==> src/source/icache_pkg.sv <==
// word-addressed 4-word lines; tag is the word address without its 2-bit line offset
package icache_pkg;

  localparam int word_w     = 32;                   // data and address width
  localparam int line_words = 4;                    // words per line
  localparam int off_w      = $clog2(line_words);   // word offset inside a line
  localparam int line_w     = word_w * line_words;  // 128-bit line
  localparam int tag_w      = word_w - off_w;       // 30-bit tag

  // requester side
  typedef struct packed {
    logic [word_w-1:0] addr;  // word address
  } fetch_req_t;

  typedef struct packed {
    logic [word_w-1:0] data;
  } fetch_rsp_t;

  // refill engine to tag/data store
  typedef struct packed {
    logic [tag_w-1:0]  tag;
    logic [line_w-1:0] line;  // word 0 in the low bits
  } line_fill_t;

  // one beat of the external line read
  typedef struct packed {
    logic [off_w-1:0]  idx;   // beat index, 0 to 3 in order
    logic [word_w-1:0] data;
  } mem_beat_t;

  // fetch port FSM
  typedef enum logic [1:0] {
    IDLE,    // waiting for a request
    LOOKUP,  // tag compare on the latched address
    REFILL,  // waiting for the line from memory
    REPLY    // registered refill response
  } fetch_state_e;

endpackage
==> src/source/icache_top.sv <==
// n_ways 2, 4 or 8; cache_en 0 makes every access a miss and installs nothing
`timescale 1ns/1ns

module icache_top #(
  parameter int n_ways   = 4,
  parameter bit cache_en = 1'b1
) (
  input  logic                          clk,
  input  logic                          rst,
  input  logic                          req_valid_i,
  input  icache_pkg::fetch_req_t        req_i,
  output logic                          rsp_valid_o,
  output icache_pkg::fetch_rsp_t        rsp_o,
  output logic                          mem_req_o,
  output logic [icache_pkg::word_w-1:0] mem_addr_o,
  input  logic                          mem_beat_valid_i,
  input  icache_pkg::mem_beat_t         mem_beat_i
);

  logic [icache_pkg::tag_w-1:0]  lookup_tag;
  logic [icache_pkg::off_w-1:0]  lookup_offset;
  logic                          hit;
  logic [n_ways-1:0]             hit_way;
  logic [icache_pkg::word_w-1:0] hit_word;
  logic                          touch;
  logic                          refill_start;
  logic [icache_pkg::tag_w-1:0]  refill_tag;
  logic                          fill_valid;
  icache_pkg::line_fill_t        fill;
  logic [n_ways-1:0]             valid;
  logic [n_ways-1:0]             victim;

  icache_fetch_port #(.cache_en(cache_en)) u_fetch_port (
    .clk, .rst,
    .req_valid_i, .req_i,
    .rsp_valid_o, .rsp_o,
    .lookup_tag_o(lookup_tag), .lookup_offset_o(lookup_offset),
    .hit_i(hit), .hit_word_i(hit_word),
    .touch_o(touch),
    .refill_start_o(refill_start), .refill_tag_o(refill_tag),
    .fill_valid_i(fill_valid), .fill_i(fill)
  );

  icache_store #(.n_ways(n_ways), .cache_en(cache_en)) u_store (
    .clk,
    .lookup_tag_i(lookup_tag), .lookup_offset_i(lookup_offset),
    .valid_i(valid), .victim_i(victim),
    .fill_valid_i(fill_valid), .fill_i(fill),
    .hit_o(hit), .hit_way_o(hit_way), .hit_word_o(hit_word)
  );

  icache_plru #(.n_ways(n_ways)) u_plru (
    .clk, .rst,
    .touch_i(touch), .hit_way_i(hit_way),
    .fill_valid_i(fill_valid),
    .valid_o(valid), .victim_o(victim)
  );

  icache_refill u_refill (
    .clk, .rst,
    .refill_start_i(refill_start), .refill_tag_i(refill_tag),
    .mem_req_o, .mem_addr_o,
    .mem_beat_valid_i, .mem_beat_i,
    .fill_valid_o(fill_valid), .fill_o(fill)
  );

endmodule

==> src/source/icache_refill.sv <==
// one line read at a time; beats must come in order 0..3 and only after mem_req_o
`timescale 1ns/1ns

module icache_refill (
  input  logic                          clk,
  input  logic                          rst,
  input  logic                          refill_start_i,
  input  logic [icache_pkg::tag_w-1:0]  refill_tag_i,
  output logic                          mem_req_o,
  output logic [icache_pkg::word_w-1:0] mem_addr_o,
  input  logic                          mem_beat_valid_i,
  input  icache_pkg::mem_beat_t         mem_beat_i,
  output logic                          fill_valid_o,
  output icache_pkg::line_fill_t        fill_o
);

  logic                          busy_q;     // line read outstanding
  logic [icache_pkg::off_w-1:0]  cnt_q;      // next expected beat
  logic [icache_pkg::tag_w-1:0]  tag_q;
  logic [icache_pkg::line_w-1:0] line_q;     // beats gathered so far
  logic [icache_pkg::line_w-1:0] line_next;
  logic                          beat_take;
  logic                          last_beat;

  // request goes out in the same cycle as the miss
  assign mem_req_o  = refill_start_i;
  assign mem_addr_o = {refill_tag_i, {icache_pkg::off_w{1'b0}}};

  assign beat_take = busy_q & mem_beat_valid_i;
  assign last_beat = cnt_q == icache_pkg::off_w'(icache_pkg::line_words - 1);

  // drop the beat into its slot
  always_comb begin
    line_next = line_q;
    line_next[icache_pkg::word_w*mem_beat_i.idx +: icache_pkg::word_w] = mem_beat_i.data;
  end

  // the fourth beat completes the line in its own cycle
  assign fill_valid_o = beat_take & last_beat;
  assign fill_o.tag   = tag_q;
  assign fill_o.line  = line_next;

  always_ff @(posedge clk) begin
    if (rst) begin
      busy_q <= 1'b0;
      cnt_q  <= '0;
    end else if (refill_start_i) begin
      busy_q <= 1'b1;
      cnt_q  <= '0;
    end else if (beat_take) begin
      cnt_q <= cnt_q + 1'b1;  // wraps back to 0 after the last beat
      if (last_beat) busy_q <= 1'b0;
    end
  end

  always_ff @(posedge clk) begin
    if (refill_start_i) tag_q <= refill_tag_i;
    if (beat_take) line_q <= line_next;
  end

  // memory answers only an outstanding read, beats in order
  a_beat_in_order: assert property (@(posedge clk) disable iff (rst)
    mem_beat_valid_i |-> busy_q && mem_beat_i.idx == cnt_q);

  // the fetch port never starts a second miss while one is open
  a_no_overlap: assert property (@(posedge clk) disable iff (rst)
    refill_start_i |-> !busy_q);

endmodule

==> src/source/icache_plru.sv <==
// victim is the lowest invalid way, else the lowest way with a clear used bit
`timescale 1ns/1ns

module icache_plru #(
  parameter int n_ways = 4
) (
  input  logic              clk,
  input  logic              rst,
  input  logic              touch_i,
  input  logic [n_ways-1:0] hit_way_i,
  input  logic              fill_valid_i,
  output logic [n_ways-1:0] valid_o,
  output logic [n_ways-1:0] victim_o
);

  logic [n_ways-1:0] valid_q;
  logic [n_ways-1:0] used_q;
  logic [n_ways-1:0] cand;     // ways eligible for eviction
  logic [n_ways-1:0] set_vec;  // way accessed this cycle
  logic [n_ways-1:0] used_or;

  // fill invalid ways first, then fall back to the used bits
  assign cand     = (&valid_q) ? ~used_q : ~valid_q;
  assign victim_o = cand & (~cand + 1'b1);  // keep the lowest set bit
  assign valid_o  = valid_q;

  assign set_vec = touch_i ? hit_way_i : victim_o;
  assign used_or = used_q | set_vec;

  always_ff @(posedge clk) begin
    if (rst) begin
      valid_q <= '0;
      used_q  <= '0;
    end else if (touch_i || fill_valid_i) begin
      // all used would leave no victim, so restart from this way alone
      used_q <= (&used_or) ? set_vec : used_or;
      if (fill_valid_i) begin
        valid_q <= valid_q | victim_o;
      end
    end
  end

  // holds only while the used bits never all end up set
  a_victim_onehot: assert property (@(posedge clk) disable iff (rst)
    $onehot(victim_o));

  // a hit and a line install never share a cycle
  a_touch_xor_fill: assert property (@(posedge clk) disable iff (rst)
    !(touch_i && fill_valid_i));

endmodule

==> src/source/icache_store.sv <==
// tags and lines have no reset; valid bits come from the replacement logic
`timescale 1ns/1ns

module icache_store #(
  parameter int n_ways   = 4,
  parameter bit cache_en = 1'b1
) (
  input  logic                          clk,
  input  logic [icache_pkg::tag_w-1:0]  lookup_tag_i,
  input  logic [icache_pkg::off_w-1:0]  lookup_offset_i,
  input  logic [n_ways-1:0]             valid_i,
  input  logic [n_ways-1:0]             victim_i,
  input  logic                          fill_valid_i,
  input  icache_pkg::line_fill_t        fill_i,
  output logic                          hit_o,
  output logic [n_ways-1:0]             hit_way_o,
  output logic [icache_pkg::word_w-1:0] hit_word_o
);

  logic [icache_pkg::tag_w-1:0]  tag_q  [n_ways];
  logic [icache_pkg::line_w-1:0] line_q [n_ways];
  logic [n_ways-1:0]             hit_vec;
  logic                          install;

  assign install = fill_valid_i & cache_en;

  // compare against every valid way in parallel
  always_comb begin
    for (int w = 0; w < n_ways; w++) begin
      hit_vec[w] = valid_i[w] & cache_en & (tag_q[w] == lookup_tag_i);
    end
  end

  assign hit_o     = |hit_vec;
  assign hit_way_o = hit_vec;

  // and-or mux, hit_vec is one-hot or zero
  always_comb begin
    hit_word_o = '0;
    for (int w = 0; w < n_ways; w++) begin
      hit_word_o |= {icache_pkg::word_w{hit_vec[w]}}
                  & line_q[w][icache_pkg::word_w*lookup_offset_i +: icache_pkg::word_w];
    end
  end

  // line install into the victim way
  always_ff @(posedge clk) begin
    if (install) begin
      for (int w = 0; w < n_ways; w++) begin
        if (victim_i[w]) begin
          tag_q[w]  <= fill_i.tag;
          line_q[w] <= fill_i.line;
        end
      end
    end
  end

  // a tag lives in one way only
  a_hit_onehot0: assert property (@(posedge clk)
    $onehot0(hit_vec));

endmodule

==> src/source/icache_fetch_port.sv <==
// one request in flight; a new req_valid_i is allowed only after rsp_valid_o
`timescale 1ns/1ns

module icache_fetch_port #(
  parameter bit cache_en = 1'b1
) (
  input  logic                          clk,
  input  logic                          rst,
  input  logic                          req_valid_i,
  input  icache_pkg::fetch_req_t        req_i,
  output logic                          rsp_valid_o,
  output icache_pkg::fetch_rsp_t        rsp_o,
  output logic [icache_pkg::tag_w-1:0]  lookup_tag_o,
  output logic [icache_pkg::off_w-1:0]  lookup_offset_o,
  input  logic                          hit_i,
  input  logic [icache_pkg::word_w-1:0] hit_word_i,
  output logic                          touch_o,
  output logic                          refill_start_o,
  output logic [icache_pkg::tag_w-1:0]  refill_tag_o,
  input  logic                          fill_valid_i,
  input  icache_pkg::line_fill_t        fill_i
);

  icache_pkg::fetch_state_e      state_q;
  icache_pkg::fetch_state_e      state_d;
  icache_pkg::fetch_req_t        addr_q;     // latched request address
  logic [icache_pkg::word_w-1:0] rsp_q;      // refill response word
  logic [icache_pkg::word_w-1:0] fill_word;
  logic                          hit_eff;

  // lookup always runs on the latched address
  assign lookup_tag_o    = addr_q.addr[icache_pkg::word_w-1 -: icache_pkg::tag_w];
  assign lookup_offset_o = addr_q.addr[icache_pkg::off_w-1:0];
  assign refill_tag_o    = lookup_tag_o;

  assign hit_eff   = cache_en & hit_i;  // disabled cache misses every time
  assign fill_word = fill_i.line[icache_pkg::word_w*lookup_offset_o +: icache_pkg::word_w];

  always_comb begin
    state_d        = state_q;
    rsp_valid_o    = 1'b0;
    touch_o        = 1'b0;
    refill_start_o = 1'b0;
    case (state_q)
      icache_pkg::IDLE: begin
        if (req_valid_i) state_d = icache_pkg::LOOKUP;
      end
      icache_pkg::LOOKUP: begin
        if (hit_eff) begin
          rsp_valid_o = 1'b1;  // hit answers in the cycle after the request
          touch_o     = 1'b1;
          state_d     = icache_pkg::IDLE;
        end else begin
          refill_start_o = 1'b1;
          state_d        = icache_pkg::REFILL;
        end
      end
      icache_pkg::REFILL: begin
        if (fill_valid_i) state_d = icache_pkg::REPLY;
      end
      icache_pkg::REPLY: begin
        rsp_valid_o = 1'b1;
        state_d     = icache_pkg::IDLE;
      end
      default: state_d = icache_pkg::IDLE;
    endcase
  end

  // refill reply comes from the register, hit reply straight from the store
  assign rsp_o.data = (state_q == icache_pkg::REPLY) ? rsp_q : hit_word_i;

  always_ff @(posedge clk) begin
    if (rst) begin
      state_q <= icache_pkg::IDLE;
    end else begin
      state_q <= state_d;
    end
  end

  always_ff @(posedge clk) begin
    if (req_valid_i && state_q == icache_pkg::IDLE) begin
      addr_q <= req_i;
    end
    if (fill_valid_i && state_q == icache_pkg::REFILL) begin
      rsp_q <= fill_word;  // requested word out of the incoming line
    end
  end

  // requester must wait for the response before the next request
  a_req_only_idle: assert property (@(posedge clk) disable iff (rst)
    req_valid_i |-> state_q == icache_pkg::IDLE);

  // refill engine only completes a line that this port asked for
  a_fill_in_refill: assert property (@(posedge clk) disable iff (rst)
    fill_valid_i |-> state_q == icache_pkg::REFILL);

endmodule

==> config.mk <==
export PLATFORM = sky130hd
export DESIGN_NAME = icache_top
export DESIGN_NICKNAME = d
export VERILOG_FILES = /design/src/source/icache_pkg.sv /design/src/source/icache_top.sv /design/src/source/icache_refill.sv /design/src/source/icache_plru.sv /design/src/source/icache_store.sv /design/src/source/icache_fetch_port.sv
export SDC_FILE = /design/constraint.sdc
export NUM_CORES = 1
export LEC_CHECK = 0
export ABC_AREA = 1
export BUFFER_PORTS_ARGS = -buffer_cell sky130_fd_sc_hd__buf_2
export CORE_UTILIZATION = 51
export CTS_CLUSTER_DIAMETER = 200
export DETAILED_ROUTE_END_ITERATION = 10
export PLACE_DENSITY = 0.67
export REMOVE_ABC_BUFFERS = 1
export SYNTH_ARGS = -nofsm -noshare
export SYNTH_HDL_FRONTEND = slang
export SYNTH_SLANG_ARGS = --single-unit
==> constraint.sdc <==
create_clock -name clk -period 21 [get_ports clk]
set_clock_uncertainty 0.1 [all_clocks]
set_input_delay 1.05 -clock clk [delete_from_list [all_inputs] [get_ports clk]]
set_output_delay 1.05 -clock clk [all_outputs]
set_load 0.005 [all_outputs]
# == Word-level counts from Yosys, hierarchy flattened ==
# Memory sizes are Yosys's and may differ from the RTL's.
# Cells that the tools add are included.
# totals
regBits,235
ramBits,632
word_cells,116
output_inout_bits,66
n_memories,2
in_bits,70
# memory_table
name,words,width,rd,rd_clocked_by_memory_dff,write_ports,line,text
u_store.line_q,4,128,4,0,1,icache_store.sv:21,logic [icache_pkg::line_w-1:0] line_q [n_ways];
u_store.tag_q,4,30,4,0,1,icache_store.sv:20,logic [icache_pkg::tag_w-1:0] tag_q [n_ways];
# classes
n_bitwise,19
add_sub_neg,3
eq_ne,10
mux,47
shift,7
n_reduce_logical,19
# ops
cell,n
indexed part select 128 x 8 -> 32 bit,5
two-way mux 128 bit,3
OR reduction 128 bit,3
AND 32 bit,4
bitwise mux 128 bit,1
"variable shift 32 x 34 -> 128 bit, first input constant",1
indexed part select 32 x 34 -> 128 bit,1
== test 30 bit,4
OR 32 bit,3
two-way mux 30 bit,3
OR reduction 30 bit,3
negator 7 -> 34 bit,1
two-way mux 32 bit,1
two-way mux 1 bit,25
two-way mux 2 bit,9
two-way mux 4 bit,3
inverter 4 bit,3
OR 4 bit,2
one-hot mux 2 bit (4 select lines),1
AND reduction 4 bit,2
AND 1 bit,6
"== test 2 bit, second input constant",3
AND reduction 2 bit,3
"adder 4 x 1 -> 4 bit, second input constant",1
other kinds (12),14

# == Longest topological paths before layout ==
# Gate-level depths: netlist of run 1.
# logic_depth
ltp_word,12
mapped_depth,17
depth_no_buf,16

# == Modules after synthesis ==
# From an unflattened synthesis of run 1, not the netlist that was laid out.
# unflattened
cells_unflattened,3393
area_unflattened_um2,38107.8
# by_module_without_submodules
mod,seq_area_each_um2,area_per_inst_um2,n_inst,cells_each
icache_store,18978.2,26198.9,1,2069
icache_refill,4804.6,7173.1,1,684
icache_fetch_port,1961.9,4240.3,1,561
icache_plru,160.2,495.5,1,79

# == Worst setup path after synthesis of run 1 ==
# OpenSTA, ideal clock, no wires.
# synth_path
path_kind,input-to-reg
startpoint,in mem_beat_valid_i
endpoint,"mem u_store.line_q[1][0] (netlist name), enable pin"
cell_stages,4
n_path_buf,0
t_required_ns,20.029
setup_ns,0.871
path_slack_ns,4.705
t_arrival_ns,15.324
path_cell_list,nand2_1 inv_1 nand2_1 nor3_1
# synth_via
elab_chain_cells,8
word_cells_on_any_way,19
classes_between,14 x mux; 2 x bitwise; 3 x reduce/logical
# synth_lines
element,line,text
"start, declared",icache_top.sv:16,"input logic mem_beat_valid_i,"
AND 1 bit *,icache_refill.sv:29,assign beat_take = busy_q & mem_beat_valid_i;
via u_refill.beat_take,icache_refill.sv:22,logic beat_take;
AND 1 bit *,icache_refill.sv:39,assign fill_valid_o = beat_take & last_beat;
two-way mux 1 bit,icache_store.sv:48,if (install) begin
two-way mux 1 bit (implied by the code),icache_store.sv:52,line_q[w] <= fill_i.line;
OR reduction 128 bit (no line),n/a,
two-way mux 2 bit (no line) / two-way mux 1 bit (equally long branches) (3 in a row),n/a,
"end, declared",icache_store.sv:21,
# Mark *: on every way through the listed nets, which the timed path passes. The rest lies on a longest branch.

==> metrics.md, run 1 <==
| Metric | Value |
|---|---|
| Status | completed |
| GRT Residual Overflow | 0 |
| Clock Pin Slew Worst Setup and Hold Paths | about 0.060 ns |
| Gate Count Post-Synth | just over 3000 |
| P_leak | 14.6 nW |
| Internal power | approximately 2.8 mW |
| Initial antenna violation count | 3 |
| Routed Antenna Nets | 0 |
| Non-filler cells, final | roughly 4200 |
| Async SR Flop Fraction | 0% |
| CTS root buffer | clkbuf_16 |
| Crit end category | output port |
| Pin count of the biggest net entering global routing | about 160 |
| Clock share of power | 40.5% |
| First-pass GRT wire length | 141000 um |
| WL/cell | 22.3 um |
| Final hold violations | 0 |
| Dpl hpwl | roughly 51000 um |
| Hold Crit Class | flop to flop |
| Sequential cell area | 25900 um2 |
| Filler Cells Inserted | between 5000 and 6000 |
| # rows | 96 |
| Die Height | 268 um |
| Setup TNS Final | 0 ns |
| Post-synth EDFFs | ~850 |
| F_max | 169 MHz |
| Final instance area | 40200 um2 |
| I/O pin count | 136 |
| Sw Ratio | 22.8% |
| VDD IR-drop max | 69.5 uV |
| Max-slew headroom | between 20% and 30% |
| Post-DR vias/cell | between 5 and 6 |
| Yosys reg bits | 867 |
| Fin nets | 3246 |
| Reg-to-Reg Start | u_refill.busy_q |
| Area grow syn2layout | 11.9% |
| Final Util | 58.2% |
| DRC violations left | 0 |
| Starting density of the core | 52.0% |
| Clk sinks | about 870 |
| Top cell type's share of synthesized area | 71.3% |
| Crit Path Category | flop to output port |
| DR WL met2 | 44800 um |
| Vias in the first global route | 23900 |
| P_sw | 835 uW |
| Post-Route M1 WL | ~37000 um |
| WP data required | around 20 ns |
| Most frequent cell after synthesis | edfxtp_1 |
| Core area | 69200 um2 |
| Worst-path maximum fanout | 110 |
| Crit start category | flop |
| Post-Syn Area | approximately 36000 um2 |
| Max-cap viol count | 0 |
| Placed cell area | ~37000 um2 |
| Most frequent cells after synthesis | 854 x edfxtp_1, 531 x nand2_1, 420 x nor2_1 |
| Register share of total power | approximately 53% |
| Drt first pass iters | 7 |
| Highest metal used | met5 |
| Worst Tran Pin Value | 1.19 ns |
| Pwr dens | 91.3 nW/um2 |
| Cell total after placement | 4009 |
| Final period util | 28.2% |
| Fin crit period | 5.93 ns |
| Combinational share of power | 6.4% |
| H-tree Lvls | 3 |
| CTS Buffer Depth | 3 |
| Clk Latency, worst-skew pair | 0.65 ns |
| Global placement routability congestion | 0.916 |
| Clock buffers created by TritonCTS | 90 |
| Post-synth top area cell | edfxtp_1 |
| Die area | 71600 um2 |
| Synth top area cells | edfxtp_1 71%, nand2_1 5.5%, nor2_1 4.4% |
| Die Width | 268 um |
| RSZ-0062 raised after global routing | no |
| Hold_buf cts | 0 |
| Register area share after synthesis | between 70% and 80% |
| Share of cells above drive strength 1 | 10.5% |
| Hold_sp | u_refill.tag_q[24] |
| Metal3 WL | between 7000 and 8000 um |
| Post-CTS resize count | 0 |
| CP arrival | 4.78 ns |
| Yosys cell types | 39 |
| Slowest CP cell | buf_4 |
| Area of the multi-input gates | 8280 um2 |
| Total GRT Usage | 26.2% |
| CTS tree | built |
| Syn Area/Cell | 11.7 um2 |
| Final setup vio count | 0 |
| YS warnings | 0 |
| Iter 0 DRT Violations | 2616 |
| Postcts setup bufs | 0 |
| # port buffers | 133 |
| Fin. max-slew vios | 0 |
| Crit path launch | u_fetch_port.addr_q[0] |
| Worst path cell trace | buf_4 > buf_4 > nand2_1 > nand2_1 > a21oi_1 > o311ai_0 > a211oi_1 > nor2_1 > buf_2 |
| DR vias | 24300 |
| Worst stage delay on the critical path | 0.96 ns |
| Primary FF master, synth | edfxtp_1 |
| Total routed wirelength | 93200 um |
-- sequential cells by signal, summed over array words and instances (netlist names), named ones only --
register and flops:
u_refill.tag_q 30, u_refill.line_q 128, u_store.line_q 512, u_store.tag_q 120, u_fetch_port.addr_q 32, u_refill.busy_q 1
u_plru.used_q 4, u_plru.valid_o 4, u_refill.cnt_q 2, u_fetch_port.state_q 1, u_fetch_port.rsp_q 32
-- metrics by stage --
| step | power, mW | hold slack [ns] | worst slack [ns] |
|---|---|---|---|
| after floorplan | 2.13 | 0.340 | 4.70 |
| after global placement | 2.21 | 0.358 | 15.48 |
| after detailed placement | 2.22 | 0.383 | 15.40 |
| after CTS | 3.69 | 0.394 | 15.11 |
| after global routing | 3.77 | 0.413 | 14.84 |
| final | 3.67 | 0.381 | 15.07 |
-- routing by layer --
layer / GRT usage, % / up-vias
met3: 4.05 / 217
met1: 34.5 / 11800
li1: - / 11100
met4: 10.9 / 2
met5: 0 / -
met2: 43.4 / 1200
-- cells by family (layout without fill, tap and decap cells) --
group | count (synthesis) | in the layout | synth area share, %
adder cells (fa/ha/maj) | 6 | 6 | 0.209
other | 1 | 4 | 0.0104
XOR/XNOR | 14 | 14 | 0.341
AO/OA/AOI/OAI | 684 | 684 | 11.2
flip-flops | 867 | 867 | 72.0
AND/OR/NAND/NOR | 1024 | 1024 | 11.1
buffers and inverters | 481 | 645 | 5.12
-- cells in the final DEF (no fill, tap or decap), types with 25 or more instances in the layout --
| master | instances |
|---|---|
| a211oi_1 | 26 |
| buf_4 | 31 |
| o32ai_1 | 32 |
| nor2_1 | 417 |
| o21ai_0 | 284 |
| buf_2 | 133 |
| inv_2 | 30 |
| clkbuf_16 | 93 |
| nand2_1 | 528 |
| o22ai_1 | 231 |
| inv_1 | 281 |
| a21oi_1 | 68 |
| clkbuf_1 | 25 |
| nand3_1 | 42 |
| edfxtp_1 | 854 |
-- worst max-delay path: cells and delay by family, from the launching register on --
family / cells / cell delay (ns)
buf+inv: 3 / 1.96
flops: 1 / 0.95
simple gates: 3 / 0.51
compound gates: 3 / 0.60
-- power by group through the flow --
stage,logic (mW),clock network [mW],registers [mW]
after floorplan,0.138,0,1.99
after global placement,0.225,0,1.99
after detailed placement,0.231,0,1.99
after CTS,0.232,1.51,1.95
after global routing,0.258,1.56,1.95
final,0.234,1.49,1.95
-- final cells by class --
type	count	share of cell area, %
timing repair buffer	166	2.33
clock buffer	119	6.05
clock inverter	45	0.749
antenna	2	0.0124
tap	931	2.90
sequential	867	64.4
multi-input combinational	1730	20.6
inverter	315	2.99
-- final timing paths --
check	to	slack, ns	depth (start not counted)
worst min-delay path	u_store.tag_q[3][24]	0.38	0
worst max-delay path	rsp_o[28]	15.07	9
worst min register to register	u_store.tag_q[3][24]	0.38	0
worst max register to register	u_store.line_q[0][75]	16.25	6
(Power assumes the default switching activity.)
==> run 2: changes to the inputs <==
==> constraint.sdc (replaced) <==
create_clock -name clk -period 5.78 [get_ports clk]
set_clock_uncertainty 0.1 [all_clocks]
set_input_delay 0.289 -clock clk [delete_from_list [all_inputs] [get_ports clk]]
set_output_delay 0.289 -clock clk [all_outputs]
set_load 0.005 [all_outputs]
==> run 2 against run 1 <==
Die area stayed put. Worst hold slack worse by 0.34 ns. Global-route usage rose by 0.23 points. Setup slack worse by 14 ns. Critical path type unchanged. Clock power grew to 3.7 times the previous value. Routed wire length rose by 1.3%. Critical endpoint is now rsp_o[10]. Sequential share of layout area down 0.77 points. Largest cell class unchanged. Power increased to 3.7 times the previous value. Register-to-register slack worse by 14 ns.
==> metrics.md, run 2 (synthesis gave the netlist of run 1 again) <==
| Metric | Value |
|---|---|
| P_leak | 14.8 nW (+1.4%) |
| Post-DR vias/cell | 5.78 (-0.55%) |
| Most frequent cells in the layout | 854 x edfxtp_1, 528 x nand2_1, 417 x nor2_1 |
| CTS root buffer | clkbuf_16 |
| Overall power | 13.4 mW (+270%) |
| Commonest non-fill, non-tap cell in the layout | edfxtp_1 |
| WP data required | 5.39 ns (-14.46 ns) |
| Clock Pin Slew Worst Setup and Hold Paths | 0.06 ns (about the same) |
| Clock buffers created by TritonCTS | 88 (-2.2%) |
| VDD IR-drop max | 293 uV (+320%) |
| Final Util | 58.9% (+0.70 points) |
| Starting density of the core | 52.0% (unchanged) |
| Max-slew headroom | 20.7% (+0.051 points) |
| Vias in the first global route | 23600 (-1.2%) |
| Global placement routability congestion | 0.960 (+4.8%) |
| Final hold violations | 0 (unchanged) |
| Non-filler cells, final | 4214 (+0.93%) |
| Fin crit period | 4.23 ns |
| DR vias | 24400 (+0.38%) |
| Max FFs per register | 512 (unchanged) |
| H-tree Lvls | 3 (unchanged) |
| Worst Tran Pin Value | 1.19 ns (+0.00344 ns) |
| Die Width | 268 um (unchanged) |
| F_max | between 200 and 250 MHz |
| I/O pin count | 136 (unchanged) |
| Total routed wirelength | 94500 um (+1.3%) |
| Crit end category | output port |
| Area of the multi-input gates | 8280 um2 (unchanged) |
| Fin. max-slew vios | 0 (unchanged) |
| Iter 0 DRT Violations | 2526 (-3.4%) |
| CP arrival | 3.84 ns (-0.94 ns) |
| CTS tree | built |
| Postcts setup bufs | 0 (unchanged) |
| Final instance area | 40700 um2 (+1.2%) |
| Largest regs | u_store.line_q (512), u_refill.line_q (128), u_store.tag_q (120) |
| Final period util | 73.2% |
| Most flops, register | u_store.line_q |
| DRC violations left | 0 (unchanged) |
| Drt first pass iters | 6 (-1) |
| Crit start category | flop |
| Total GRT Usage | 26.4% (+0.23 points) |
| Clk sinks | 867 (unchanged) |
| Max-cap viol count | 0 (unchanged) |
| Filler Cells Inserted | 5563 (-1.2%) |
| Setup TNS Final | 0 ns (unchanged) |
| Share of cells above drive strength 1 | 10.6% (+0.11 points) |
| Sequential cell area | 25900 um2 (unchanged) |
| Dpl hpwl | 52500 um (+3.2%) |
| Cell total after placement | 4017 (+0.20%) |
| Worst-path maximum fanout | 26 (-76%) |
| Die Height | 268 um (unchanged) |
| WL/cell | 22.4 um (+0.40%) |
| Placed cell area | 37600 um2 (+0.36%) |
| Clk Latency, worst-skew pair | 0.66 ns (about the same) |
| Final setup vio count | 0 (unchanged) |
| First-pass GRT wire length | 141000 um (+0.28%) |
| Core area | 69200 um2 (unchanged) |
| Die area | 71600 um2 (unchanged) |
| GRT Residual Overflow | 0 (unchanged) |
| Initial antenna violation count | 3 (unchanged) |
| Routed Antenna Nets | 0 (unchanged) |
| Diodes inserted | 0 (-2) |
| Hold Crit Class | primary input to flop |
| Pwr dens | 330 nW/um2 (+260%) |
| RSZ-0062 raised after global routing | no |
| CTS Buffer Depth | 3 (unchanged) |
| # port buffers | 133 (unchanged) |
| Area grow syn2layout | 13.2% |
| # rows | 96 (unchanged) |
| Pin count of the biggest net entering global routing | 194 (+20%) |
| Post-CTS resize count | 0 (unchanged) |
| Crit Path Category | flop to output port |
| Fin nets | 3285 (+1.2%) |
| Status | completed |
## run 2: cell types whose count changed in the layout (fill, tap and decap cells not counted), moves of 2 or more
cell and change:
bufinv_16 +3, buf_12 +6, clkbuf_16 -4, inv_16 +2, dlygate4sd3_1 +33, clkinvlp_4 +2
inv_6 -3, diode_2 -2, buf_4 +2
## run 2: final cells by class
class                   instances  area share (%)
multi-input cells            1730            20.3
clock buffers                 113            5.69
well taps                     931            2.86
inverters                     315            2.95
clock inverters                51            1.09
repair buffers                207            3.45
flip-flops and latches        867            63.6
## run 2: power breakdown
group	leakage [nW]	internal, mW	switching [mW]
Sequential	7.86	7.02	0.0653
Clock	1.34	3.08	2.38
Combinational	5.63	0.254	0.630
## run 2: layer usage
layer  GRT usage [%]  part of all wire, %  vias up
met3            4.05                  8.1      176
met1            35.6                   40    11900
met5               0                0.023        -
li1                -                    -    11200
met4            8.76                  2.9        4
met2            44.0                   49     1148
## run 2: final timing paths
check / from / end / slack [ns] / cells after the start
max: u_fetch_port.addr_q[18] / rsp_o[10] / 1.55 / 11
min: mem_beat_valid_i / u_refill.cnt_q[1] / 0.04 / 4
max reg2reg: u_refill.busy_q / u_store.tag_q[3][13] / 2.33 / 7
min reg2reg: u_refill.tag_q[24] / u_store.tag_q[1][24] / 0.37 / 0
## run 2: critical path, stage by stage, from the launching register on
cell and delay [ns]:
edfxtp_1 0.54, xnor2_1 0.29, nand3b_1 0.11, nor2_1 0.17
nand2_1 0.11, nor2_4 0.08, buf_4 0.51, inv_1 0.41
o311ai_0 0.56, a211oi_1 0.11, nor2_1 0.12, buf_2 0.14
## run 2: stage by stage
| step | hold slack [ns] | worst slack (ns) |
|---|---|---|
| floorplan | 0.258 | -9.78 |
| global placement | 0.349 | 2.22 |
| detailed placement | 0.367 | 2.12 |
| CTS | 0.0210 | 1.57 |
| global route | 0.0545 | 1.38 |
| finish | 0.0407 | 1.55 |
## run 2: timing repair
item	4_1_cts	5_1_grt
hold buffers	33	0
hold endpoints to repair	43	0
endpoints found under the setup margin	0	0
